`src/design/dbg_params.svh`:
```
`ifndef DBG_PARAMS_SVH
`define DBG_PARAMS_SVH

////////////////////
// Dump layout
////////////////////

`define DBG_SNAP_BYTES 148
`define DBG_MEM_WORDS 4
`define DBG_MEM_BASE 79 // First word read at BASE+1
`define DBG_ADDR_W 12

// Target timing in clk cycles
`define DBG_MEM_LAT 4
`define DBG_TGT_RST_CYCLES 3

////////////////////
// Link characters
////////////////////

`define DBG_CH_STEP 8'h50 // P
`define DBG_CH_CONT 8'h43 // C
`define DBG_CH_RST 8'h52  // R
`define DBG_CH_ERR 8'h45  // E
`define DBG_CH_FIN 8'h46  // F
`define DBG_CH_LF 8'h0a

`endif

```
`src/design/dbg_pkg.sv`:
```
`include "dbg_params.svh"

package dbg_pkg;

	// Link and memory data
	typedef logic [7:0] byte_t;
	typedef logic [31:0] word_t;
	typedef logic [`DBG_ADDR_W-1:0] addr_t;

	// Register and control state of the target, byte 0 goes out first
	typedef logic [`DBG_SNAP_BYTES*8-1:0] snap_t;

	// Decoded command byte
	typedef enum logic [1:0]
	{
		CMD_STEP,
		CMD_CONT,
		CMD_RST,
		CMD_BAD
	} cmd_t;

	// Two-byte trailer selector
	typedef enum logic [1:0]
	{
		TR_NONE,
		TR_ERR, // "E\n"
		TR_RST, // "R\n"
		TR_FIN  // "F\n"
	} trail_t;

endpackage

```
`src/design/dbg_byte_ser.sv`:
```
`timescale 1ns/100ps

module dbg_byte_ser
#(
	parameter type payload_t = dbg_pkg::word_t
)
(
	input  logic           clk,
	input  logic           arst_n_i,
	input  logic           load_valid_i,
	output logic           load_ready_o,
	input  payload_t       payload_i,
	output logic           out_valid_o,
	output dbg_pkg::byte_t out_data_o,
	input  logic           out_ready_i
);

	localparam int PW = $bits(payload_t);
	localparam int NB = PW / 8;
	localparam int CW = $clog2(NB + 1);

	logic [PW-1:0] shift_q;
	logic [CW-1:0] left_q; // Bytes still to send
	logic          load;
	logic          pop;

	assign load = load_valid_i && load_ready_o;
	assign pop  = out_valid_o && out_ready_i;

	assign load_ready_o = (left_q == '0);
	assign out_valid_o  = !load_ready_o;
	assign out_data_o   = shift_q[7:0]; // LSB first

	always_ff @(posedge clk or negedge arst_n_i)
	begin
		if (!arst_n_i)
			left_q <= '0;
		else if (load)
			left_q <= CW'(NB);
		else if (pop)
			left_q <= left_q - 1'b1;
	end

	always_ff @(posedge clk)
	begin
		if (load)
			shift_q <= payload_i;
		else if (pop)
			shift_q <= shift_q >> 8;
	end

	// Load request holds until the serializer takes it
	a_load_hold: assert property (@(posedge clk) disable iff (!arst_n_i)
		load_valid_i && !load_ready_o |=> load_valid_i);

endmodule

```
`src/design/dbg_cmd_rx.sv`:
```
`timescale 1ns/100ps
`include "dbg_params.svh"

module dbg_cmd_rx
(
	input  logic           clk,
	input  logic           arst_n_i,
	input  logic           rx_valid_i,
	input  dbg_pkg::byte_t rx_data_i,
	output logic           rx_ready_o,
	output logic           cmd_valid_o,
	output dbg_pkg::cmd_t  cmd_o,
	input  logic           cmd_ready_i
);

	logic          valid_q;
	dbg_pkg::cmd_t cmd_q;
	dbg_pkg::cmd_t cmd_d;
	logic          take;

	// Byte decode
	always_comb
	begin
		case (rx_data_i)
			`DBG_CH_STEP: cmd_d = dbg_pkg::CMD_STEP;
			`DBG_CH_CONT: cmd_d = dbg_pkg::CMD_CONT;
			`DBG_CH_RST:  cmd_d = dbg_pkg::CMD_RST;
			default:      cmd_d = dbg_pkg::CMD_BAD;
		endcase
	end

	assign take        = rx_valid_i && rx_ready_o;
	assign rx_ready_o  = !valid_q; // Link stalls while a command waits
	assign cmd_valid_o = valid_q;
	assign cmd_o       = cmd_q;

	always_ff @(posedge clk or negedge arst_n_i)
	begin
		if (!arst_n_i)
			valid_q <= 1'b0;
		else if (take)
			valid_q <= 1'b1;
		else if (cmd_ready_i)
			valid_q <= 1'b0;
	end

	always_ff @(posedge clk)
	begin
		if (take)
			cmd_q <= cmd_d;
	end

	// Held command must not change before the sequencer takes it
	a_cmd_hold: assert property (@(posedge clk) disable iff (!arst_n_i)
		cmd_valid_o && !cmd_ready_i |=> cmd_valid_o && $stable(cmd_o));

endmodule

```
`src/design/dbg_reply_tx.sv`:
```
`timescale 1ns/100ps
`include "dbg_params.svh"

module dbg_reply_tx
(
	input  logic            clk,
	input  logic            arst_n_i,
	input  logic            snap_valid_i,
	input  dbg_pkg::byte_t  snap_data_i,
	output logic            snap_ready_o,
	input  logic            word_valid_i,
	input  dbg_pkg::byte_t  word_data_i,
	output logic            word_ready_o,
	input  logic            trail_valid_i,
	input  dbg_pkg::trail_t trail_i,
	output logic            trail_ready_o,
	output logic            tx_valid_o,
	output dbg_pkg::byte_t  tx_data_o,
	input  logic            tx_ready_i
);

	dbg_pkg::trail_t tr_q;
	logic            tr_lf_q; // Letter out, newline next
	logic            tr_idle;
	logic            load_en;
	logic            src_valid;
	dbg_pkg::byte_t  src_data;
	dbg_pkg::byte_t  tr_letter;

	assign tr_idle = (tr_q == dbg_pkg::TR_NONE);
	assign load_en = !tx_valid_o || tx_ready_i;

	always_comb
	begin
		case (tr_q)
			dbg_pkg::TR_ERR: tr_letter = `DBG_CH_ERR;
			dbg_pkg::TR_RST: tr_letter = `DBG_CH_RST;
			default:         tr_letter = `DBG_CH_FIN;
		endcase
	end

	////////////////////
	// Source select
	////////////////////

	// A running trailer drains before the next reply starts
	always_comb
	begin
		src_valid = 1'b1;
		if (!tr_idle)
			src_data = tr_lf_q ? dbg_pkg::byte_t'(`DBG_CH_LF) : tr_letter;
		else if (snap_valid_i)
			src_data = snap_data_i;
		else
		begin
			src_valid = word_valid_i;
			src_data  = word_data_i;
		end
	end

	assign snap_ready_o  = load_en && tr_idle;
	assign word_ready_o  = load_en && tr_idle && !snap_valid_i;
	assign trail_ready_o = tr_idle && !snap_valid_i && !word_valid_i && !tx_valid_o;

	always_ff @(posedge clk or negedge arst_n_i)
	begin
		if (!arst_n_i)
		begin
			tr_q    <= dbg_pkg::TR_NONE;
			tr_lf_q <= 1'b0;
		end
		else if (trail_valid_i && trail_ready_o)
		begin
			tr_q    <= trail_i;
			tr_lf_q <= 1'b0;
		end
		else if (load_en && !tr_idle)
		begin
			if (tr_lf_q)
				tr_q <= dbg_pkg::TR_NONE;
			tr_lf_q <= !tr_lf_q;
		end
	end

	// Output stage
	always_ff @(posedge clk or negedge arst_n_i)
	begin
		if (!arst_n_i)
			tx_valid_o <= 1'b0;
		else if (load_en)
			tx_valid_o <= src_valid;
	end

	always_ff @(posedge clk)
	begin
		if (load_en && src_valid)
			tx_data_o <= src_data;
	end

	a_tx_hold: assert property (@(posedge clk) disable iff (!arst_n_i)
		tx_valid_o && !tx_ready_i |=> tx_valid_o && $stable(tx_data_o));

endmodule

```
`src/design/dbg_sequencer.sv`:
```
`timescale 1ns/100ps
`include "dbg_params.svh"

module dbg_sequencer
(
	input  logic            clk,
	input  logic            arst_n_i,
	input  logic            cmd_valid_i,
	input  dbg_pkg::cmd_t   cmd_i,
	output logic            cmd_ready_o,
	output logic            tgt_rst_o,
	output logic            tgt_step_o,
	output logic            tgt_run_o,
	input  logic            tgt_done_i,
	output logic            mem_rd_o,
	output dbg_pkg::addr_t  mem_addr_o,
	output logic            snap_load_o,
	input  logic            snap_load_ready_i,
	output logic            word_load_o,
	input  logic            word_load_ready_i,
	output logic            trail_valid_o,
	output dbg_pkg::trail_t trail_o,
	input  logic            trail_ready_i
);

	localparam int WIDX_W = $clog2(`DBG_MEM_WORDS + 1);

	typedef enum logic [3:0]
	{
		S_IDLE,
		S_STEP,
		S_RUN,
		S_SNAP,
		S_RD,
		S_WAIT,
		S_WLOAD,
		S_TRAIL,
		S_RSTH,
		S_DONE
	} state_t;

	state_t          state_q;
	dbg_pkg::trail_t trail_q;
	dbg_pkg::addr_t  addr_q;
	logic [WIDX_W-1:0] widx_q;
	logic [7:0]      cnt_q;   // Read latency and reset hold
	logic            rd_pend_q;

	////////////////////
	// Command FSM
	////////////////////

	always_ff @(posedge clk or negedge arst_n_i)
	begin
		if (!arst_n_i)
		begin
			state_q <= S_IDLE;
			trail_q <= dbg_pkg::TR_NONE;
			addr_q  <= '0;
			widx_q  <= '0;
			cnt_q   <= '0;
		end
		else
		begin
			case (state_q)
				S_IDLE:
				begin
					addr_q <= dbg_pkg::addr_t'(`DBG_MEM_BASE + 1);
					widx_q <= '0;
					if (cmd_valid_i)
					begin
						case (cmd_i)
							dbg_pkg::CMD_STEP: state_q <= S_STEP;
							dbg_pkg::CMD_CONT: state_q <= S_RUN;
							dbg_pkg::CMD_RST:
							begin
								trail_q <= dbg_pkg::TR_RST;
								state_q <= S_TRAIL;
							end
							default:
							begin
								trail_q <= dbg_pkg::TR_ERR;
								state_q <= S_TRAIL;
							end
						endcase
					end
				end
				S_STEP: state_q <= S_SNAP;
				S_RUN:
				begin
					if (tgt_done_i)
						state_q <= S_SNAP;
				end
				S_SNAP:
				begin
					if (snap_load_ready_i)
						state_q <= S_RD;
				end
				S_RD:
				begin
					cnt_q <= '0;
					if (word_load_ready_i)
						state_q <= S_WAIT;
				end
				S_WAIT:
				begin
					if (cnt_q == 8'(`DBG_MEM_LAT - 1))
						state_q <= S_WLOAD; // rdata valid from here on
					else
						cnt_q <= cnt_q + 8'd1;
				end
				S_WLOAD:
				begin
					if (word_load_ready_i)
					begin
						widx_q <= widx_q + 1'b1;
						addr_q <= addr_q + 1'b1;
						if (widx_q == WIDX_W'(`DBG_MEM_WORDS - 1))
						begin
							trail_q <= dbg_pkg::TR_FIN;
							state_q <= S_TRAIL;
						end
						else
							state_q <= S_RD;
					end
				end
				S_TRAIL:
				begin
					cnt_q <= '0;
					if (trail_ready_i)
						state_q <= (trail_q == dbg_pkg::TR_RST) ? S_RSTH : S_DONE;
				end
				S_RSTH:
				begin
					if (cnt_q == 8'(`DBG_TGT_RST_CYCLES - 1))
						state_q <= S_DONE;
					else
						cnt_q <= cnt_q + 8'd1;
				end
				// Trailer ready again once its newline left the link
				S_DONE:
				begin
					if (trail_ready_i)
						state_q <= S_IDLE;
				end
				default: state_q <= S_IDLE;
			endcase
		end
	end

	assign cmd_ready_o   = (state_q == S_IDLE);
	assign tgt_step_o    = (state_q == S_STEP);
	assign tgt_run_o     = (state_q == S_RUN);
	assign tgt_rst_o     = (state_q == S_RSTH);
	assign snap_load_o   = (state_q == S_SNAP);
	assign mem_rd_o      = (state_q == S_RD) && word_load_ready_i;
	assign mem_addr_o    = addr_q;
	assign word_load_o   = (state_q == S_WLOAD);
	assign trail_valid_o = (state_q == S_TRAIL);
	assign trail_o       = trail_q;

	// Read in flight until its word reaches the serializer
	always_ff @(posedge clk or negedge arst_n_i)
	begin
		if (!arst_n_i)
			rd_pend_q <= 1'b0;
		else if (mem_rd_o)
			rd_pend_q <= 1'b1;
		else if (word_load_o && word_load_ready_i)
			rd_pend_q <= 1'b0;
	end

	a_step_run: assert property (@(posedge clk) disable iff (!arst_n_i)
		!(tgt_step_o && tgt_run_o));

	a_one_read: assert property (@(posedge clk) disable iff (!arst_n_i)
		mem_rd_o |-> !rd_pend_q);

endmodule

```
`src/design/dbg_top.sv`:
```
`timescale 1ns/100ps

module dbg_top
(
	input  logic           clk,
	input  logic           arst_n_i,
	input  logic           rx_valid_i,
	input  dbg_pkg::byte_t rx_data_i,
	output logic           rx_ready_o,
	output logic           tx_valid_o,
	output dbg_pkg::byte_t tx_data_o,
	input  logic           tx_ready_i,
	output logic           tgt_rst_o,
	output logic           tgt_step_o,
	output logic           tgt_run_o,
	input  logic           tgt_done_i,
	input  dbg_pkg::snap_t tgt_snap_i,
	output logic           mem_rd_o,
	output dbg_pkg::addr_t mem_addr_o,
	input  dbg_pkg::word_t mem_rdata_i
);

	logic            cmd_valid;
	dbg_pkg::cmd_t   cmd;
	logic            cmd_ready;
	logic            snap_load;
	logic            snap_load_ready;
	logic            word_load;
	logic            word_load_ready;
	logic            snap_valid;
	dbg_pkg::byte_t  snap_data;
	logic            snap_ready;
	logic            word_valid;
	dbg_pkg::byte_t  word_data;
	logic            word_ready;
	logic            trail_valid;
	dbg_pkg::trail_t trail;
	logic            trail_ready;

	dbg_cmd_rx cmd_rx (.clk(clk), .arst_n_i(arst_n_i), .rx_valid_i(rx_valid_i),
		.rx_data_i(rx_data_i), .rx_ready_o(rx_ready_o), .cmd_valid_o(cmd_valid),
		.cmd_o(cmd), .cmd_ready_i(cmd_ready));

	dbg_sequencer seq (.clk(clk), .arst_n_i(arst_n_i), .cmd_valid_i(cmd_valid),
		.cmd_i(cmd), .cmd_ready_o(cmd_ready), .tgt_rst_o(tgt_rst_o),
		.tgt_step_o(tgt_step_o), .tgt_run_o(tgt_run_o), .tgt_done_i(tgt_done_i),
		.mem_rd_o(mem_rd_o), .mem_addr_o(mem_addr_o), .snap_load_o(snap_load),
		.snap_load_ready_i(snap_load_ready), .word_load_o(word_load),
		.word_load_ready_i(word_load_ready), .trail_valid_o(trail_valid),
		.trail_o(trail), .trail_ready_i(trail_ready));

	// Snapshot and memory words share one serializer design
	dbg_byte_ser #(.payload_t(dbg_pkg::snap_t)) snap_ser (.clk(clk), .arst_n_i(arst_n_i),
		.load_valid_i(snap_load), .load_ready_o(snap_load_ready), .payload_i(tgt_snap_i),
		.out_valid_o(snap_valid), .out_data_o(snap_data), .out_ready_i(snap_ready));

	dbg_byte_ser #(.payload_t(dbg_pkg::word_t)) word_ser (.clk(clk), .arst_n_i(arst_n_i),
		.load_valid_i(word_load), .load_ready_o(word_load_ready), .payload_i(mem_rdata_i),
		.out_valid_o(word_valid), .out_data_o(word_data), .out_ready_i(word_ready));

	dbg_reply_tx reply_tx (.clk(clk), .arst_n_i(arst_n_i), .snap_valid_i(snap_valid),
		.snap_data_i(snap_data), .snap_ready_o(snap_ready), .word_valid_i(word_valid),
		.word_data_i(word_data), .word_ready_o(word_ready), .trail_valid_i(trail_valid),
		.trail_i(trail), .trail_ready_o(trail_ready), .tx_valid_o(tx_valid_o),
		.tx_data_o(tx_data_o), .tx_ready_i(tx_ready_i));

endmodule

```
`config.mk`:
```
export PLATFORM = sky130hd
export DESIGN_NAME = dbg_top
export DESIGN_NICKNAME = d
export VERILOG_FILES = /design/src/design/dbg_pkg.sv /design/src/design/dbg_byte_ser.sv /design/src/design/dbg_cmd_rx.sv /design/src/design/dbg_reply_tx.sv /design/src/design/dbg_sequencer.sv /design/src/design/dbg_top.sv
export VERILOG_INCLUDE_DIRS = /design/src /design/src/design
export SDC_FILE = /design/constraint.sdc
export NUM_CORES = 2
export LEC_CHECK = 0
export BUFFER_PORTS_ARGS = -buffer_cell sky130_fd_sc_hd__clkbuf_2
export CORE_AREA = 2 2 490 492
export CTS_CLUSTER_SIZE = 16
export DETAILED_ROUTE_END_ITERATION = 10
export DIE_AREA = 0 0 492 494
export PLACE_DENSITY_LB_ADDON = 0.05
export SLEW_MARGIN = 20
export SYNTH_ARGS = -nofsm -noshare
export SYNTH_HDL_FRONTEND = slang
export SYNTH_SLANG_ARGS = --single-unit
export TNS_END_PERCENT = 50
```
`constraint.sdc`:
```
create_clock -name clk -period 68.6 [get_ports clk]
set_input_delay 10.29 -clock clk [delete_from_list [all_inputs] [get_ports clk]]
set_output_delay 10.29 -clock clk [all_outputs]
set_load 0.02 [all_outputs]
```
Word level (Yosys, flattened, before mapping):

Index checks and enable logic that the tools add are counted.

* logic and storage cells: 140
* output and inout port bits: 26
* bits in registers: 1271

* muxes and demuxes: 47
* reduce and logical (&&, ||, !) cells: 40
* $add $sub $neg: 5
* eq/ne operators: 33

Operator list (count)
* $mux W1184: 2
* $mux W32: 2
* $mux W8: 6
* $pmux W4 S10: 1
* $mux W4: 9
* $eq A8 B7 Y1 const B: 3
* $pmux W12 S2: 1
* $pmux W8 S3: 1
* $eq A4 B3 Y1 const B: 4
* $eq A8 B2 Y1 const B: 2
* $logic_and A1 B1 Y1: 14
* $mux W2: 7
* $ne A2 B2 Y1 const B: 7
* $add A12 B1 Y12 const B: 1
* $mux W12: 1
* $ne A2 B1 Y1 const B: 6
* $pmux W3 S2: 2
* $reduce_bool A2 Y1: 6
* $pmux W5 S2: 1
* $mux W3: 3
* $reduce_and A9 Y1: 1
* $add A8 B1 Y8 const B: 1
* $eq A4 B2 Y1 const B: 2
* $eq A4 B4 Y1 const B: 2
* other kinds (22): 40

Depth between registers and ports, before layout:

* depth in word-level cells: 7
* mapped depth: 10

Cells and area by module:

Synthesis repeated with hierarchy kept, for this count alone.

* cell total of the unflattened synthesis: 2914
* area, all modules: 55072.8 sq um

By module, submodules not included
* dbg_byte_ser (snap_ser): area an instance 50716.1 sq um, times used 1, cells each 2550
* dbg_sequencer: area an instance 1909.3 sq um, times used 1, cells each 205
* dbg_byte_ser (word_ser): area an instance 1672.9 sq um, times used 1, cells each 95
* dbg_reply_tx: area an instance 610.6 sq um, times used 1, cells each 51
* dbg_cmd_rx: area an instance 163.9 sq um, times used 1, cells each 13

Worst setup path before layout:

OpenSTA, ideal clock, no wires.

* path type: input to register
* start: input tx_ready_i
* end: register snap_ser.shift_q[0] (enable)
* stages on the path: 3
* slack: 30765 ps
* arrival time: 29733 ps
* path buffers: 0
* cell sequence: nand2b_1 -> o211ai_2 -> nand2_1

* word-level cells in the longest chain between the ends: 4

Ends and longest elaborated chain
* start: declaration: line dbg_top.sv:12 `input logic tx_ready_i,`
* $logic_or A1 B1 Y1: line dbg_reply_tx.sv:31 `assign load_en = !tx_valid_o || tx_ready_i;`
* $logic_and A1 B1 Y1: line dbg_reply_tx.sv:61 `assign snap_ready_o = load_en && tr_idle;`
* $logic_and A1 B1 Y1: line dbg_byte_ser.sv:28 `assign pop = out_valid_o && out_ready_i;`
* $reduce_bool A2 Y1 (no line)
* end signal: assignment: line dbg_byte_ser.sv:47 `shift_q <= payload_i;`
* end signal: assignment: line dbg_byte_ser.sv:49 `shift_q <= shift_q >> 8;`
* end: declaration: line dbg_byte_ser.sv:22 `logic [PW-1:0] shift_q;`

No other way between the ends.
A chain may end at the register's enable or synchronous reset.

Worst setup path in the final report:

* start: input tx_ready_i
* end: register snap_ser.shift_q[993] (enable)

The elaborated chain is that of the path after synthesis.

==> flow_summary.ini <==
[global_route]
antenna_found_initial = 203
grt_overflow = 0
grt_pass1_vias = 42374
grt_usage = 0.1744
grt_pass1_wl_um = 306200
grt_max_degree = 179

[floorplanning]
initial_core_util = 0.2294
dieArea_sq_um = 243000
die_x_um = 492
row_count = 179
boundaryPins = 1255
fp.dieH_um = 494
coreArea_sq_um = 237400

[place]
place_area_sq_um = 63870
portBuffers = 1254
dp_hpwl_um = 160500
gp_congestion = 0.8301

[finish]
fin_area_sq_um = 68970
drive_gt1_frac = 0.2272
final_nets = 7844
syn_to_final_growth_pct = 26.66

[worst_setup_path]
crit_required_ns = 69.00
worstSetupPathType = in2reg
endpoint_kind = flip-flop
start_kind = input pin
arrival_ns = 15.50
crit_fanout = 128

[timing]
finalSetupViolations = 0
holdWs_ns = 0.4942
final_max_slew_viol_count = 0
slew_headroom = 0.2890
skew_ns = 0.02720
hold_viol = 0
rsz0062_at_grt = false
fmax_mhz = 66.25
fin_crit_sh = 0.2201
tightest_slew_ns = 1.066
fin_tns_setup_ns = 0
fin_crit_ns = 15.10

[logic_synthesis]
synth_area_leaders = edfxtp_1 68%, nand2_1 25%, dfrtp_1 2.1%
synth_cells = 5417
synth_edf_count = 1226
synth_ff_type = edfxtp_1
yosys.cell_types.count = 60
syn_area_per_cell_sq_um = 10.05
ys_seq_elements = 1271
syn_area_sq_um = 54450
synth-seq-area-share = 0.6968
async_flop_share = 0.03541
yosys.area.top_type = edfxtp_1
synthDominantCellAreaShare = 0.6761
yosys_warnings = 0
syn_nets = 6654

[clock_network]
cts_tree = built
clockRootBuffer = clkbuf_16
cts_resized = 0
cts.sinks = 1271
post-cts-setup-buffers = 0
clk_pin_slew_ns = 0.06
clk_path_buf_depth = 3
cts_hold_buf = 0
h-tree-depth = 4
clock_latency_ns = 0.79
cts-buffers-inserted = 161

[hold_path]
hp-class = reg2reg

[routing]
wl_um = 218300
avgRoutedWirePerCell_um = 21.92
ant_nets = 0
drtPass1Iterations = 6
vias = 41213
vias_per_cell = 4.137
drc = 0
drtIter0Drc = 2457

[power_and_ir_drop]
power.leakage_nw = 31.11
powerDensity_nw_per_um2 = 27.96
peakVddDrop_v = 0.00001790

[status]
status = complete, no violations

[job]
maxCapViolCount = 0
routing by layer:
metal	global-route usage	vias up	share of wire
li1	-	20068	-
met1	0.2031	19346	0.40
met2	0.3002	1126	0.49
met3	0.06740	501	0.082
met4	0.04194	172	0.024
met5	0	-	0.0051
sequential cells by signal, indices dropped and copies added (netlist names):
name	cells
snap_ser.shift_q	1184
word_ser.shift_q	32
seq.mem_addr_o	12
reply_tx.tx_data_o	8
seq.cnt_q	8
snap_ser.left_q	8
seq.state_q	4
seq.widx_q	3
word_ser.left_q	3
cmd_rx.cmd_o	2
reply_tx.tr_q	2
seq.trail_o	2
cmd_rx.cmd_valid_o	1
reply_tx.tr_lf_q	1
reply_tx.tx_valid_o	1
where the power goes:
group          internal, mW  total (mW)  switching (mW)
clock                 0.469       0.820           0.351
combinational        0.0610       0.158          0.0967
sequential            0.925       0.951          0.0260
total                  1.45        1.93           0.474
cell families (layout without fill, tap and decap cells):
| logic type | after synthesis | count (layout) | synth area share |
|---|---|---|---|
| adder cells (fa/ha/maj) | 8 | 8 | 0.001838 |
| flip-flops | 1271 | 1271 | 0.6968 |
| other | 0 | 54 | 0 |
| multiplexers | 14 | 14 | 0.002711 |
| AND/OR/NAND/NOR | 3768 | 3768 | 0.2655 |
| buffers and inverters | 287 | 1610 | 0.02413 |
| XOR/XNOR | 13 | 13 | 0.002091 |
| AO/OA/AOI/OAI | 56 | 56 | 0.006963 |
worst paths after layout:
path | startpoint | to | slack, ns | cells past startpoint
setup / recovery | tx_ready_i | snap_ser.shift_q[993]$_DFFE_PP_ | 53.50 | 9
hold / removal | snap_ser.shift_q[127]$_DFFE_PP_ | snap_ser.shift_q[119]$_DFFE_PP_ | 0.49 | 2
setup reg to reg | snap_ser.left_q[2]$_DFFE_PN0P_ | snap_ser.shift_q[993]$_DFFE_PP_ | 61.74 | 9
hold reg to reg | snap_ser.shift_q[127]$_DFFE_PP_ | snap_ser.shift_q[119]$_DFFE_PP_ | 0.49 | 2
max in group asynchronous | arst_n_i | snap_ser.left_q[3]$_DFFE_PN0P_ | 58.49 | 2
min in group asynchronous | arst_n_i | seq.mem_addr_o[9]$_DFFE_PN0P_ | 9.62 | 2
layout make-up:
| class | instances | area [sq um] |
|---|---|---|
| diodes | 54 | 135.1 |
| clock buffers | 218 | 4369 |
| clock inverters | 78 | 596.8 |
| fillers | 25613 | 168400 |
| inverters | 10 | 37.54 |
| multi-input cells | 3859 | 15210 |
| flip-flops and latches | 1271 | 37940 |
| well taps | 3167 | 3963 |
| repair buffers | 1304 | 6714 |
synthesized netlist by cell type, drive strengths merged (8+ instances only):
cell and instances:
nand2 3639, edfxtp 1226, clkbuf 141, buf 136, dfrtp 45, nor2 27
o21ai 16, nand3 15, a21oi 12, and2 12, and3 12, inv 10
nand2b 9, nor3 9, ha 8, mux2i 8, nand4 8
per-stage QoR:
step                instances  power, mW  utilization  setup WS [ns]
CTS                      9907      1.966       0.2900          53.30
global placement         9611      1.130       0.2690          52.43
finish                   9961      1.929       0.2905          53.50
global route             9920      2.016       0.2901          53.01
detailed placement       9611      1.129       0.2690          52.45
floorplan                5417      1.098            -          30.77
critical path, stage by stage:
cell and delay (ns):
clkbuf_2 0.14, nand2b_1 0.18, o211ai_2 0.20, nand2_4 0.53
buf_12 0.51, buf_4 0.91, buf_4 0.91, buf_4 0.72
buf_4 0.84
placed cells by master (no fill, tap or decap), types with 5 or more instances in the layout:
cell type	count
buf_12	5
a21oi_1	12
nor2b_1	7
bufinv_16	6
edfxtp_1	1226
dfrtp_1	45
nand3_1	15
ha_1	8
mux2i_1	8
clkbuf_1	50
nand2_1	3637
nor2_1	25
and2_1	12
xor2_1	6
nor3b_1	5
clkinv_1	40
and3_1	12
clkbuf_16	166
inv_1	10
o21ai_0	15
nand4_1	8
diode_2	54
xnor2_1	7
clkbuf_2	1254
nand2b_1	9
nor3_1	8
or3_1	6
mux2_2	6
buf_4	45
clkinv_2	21
Power figures use the tool's default switching activity.
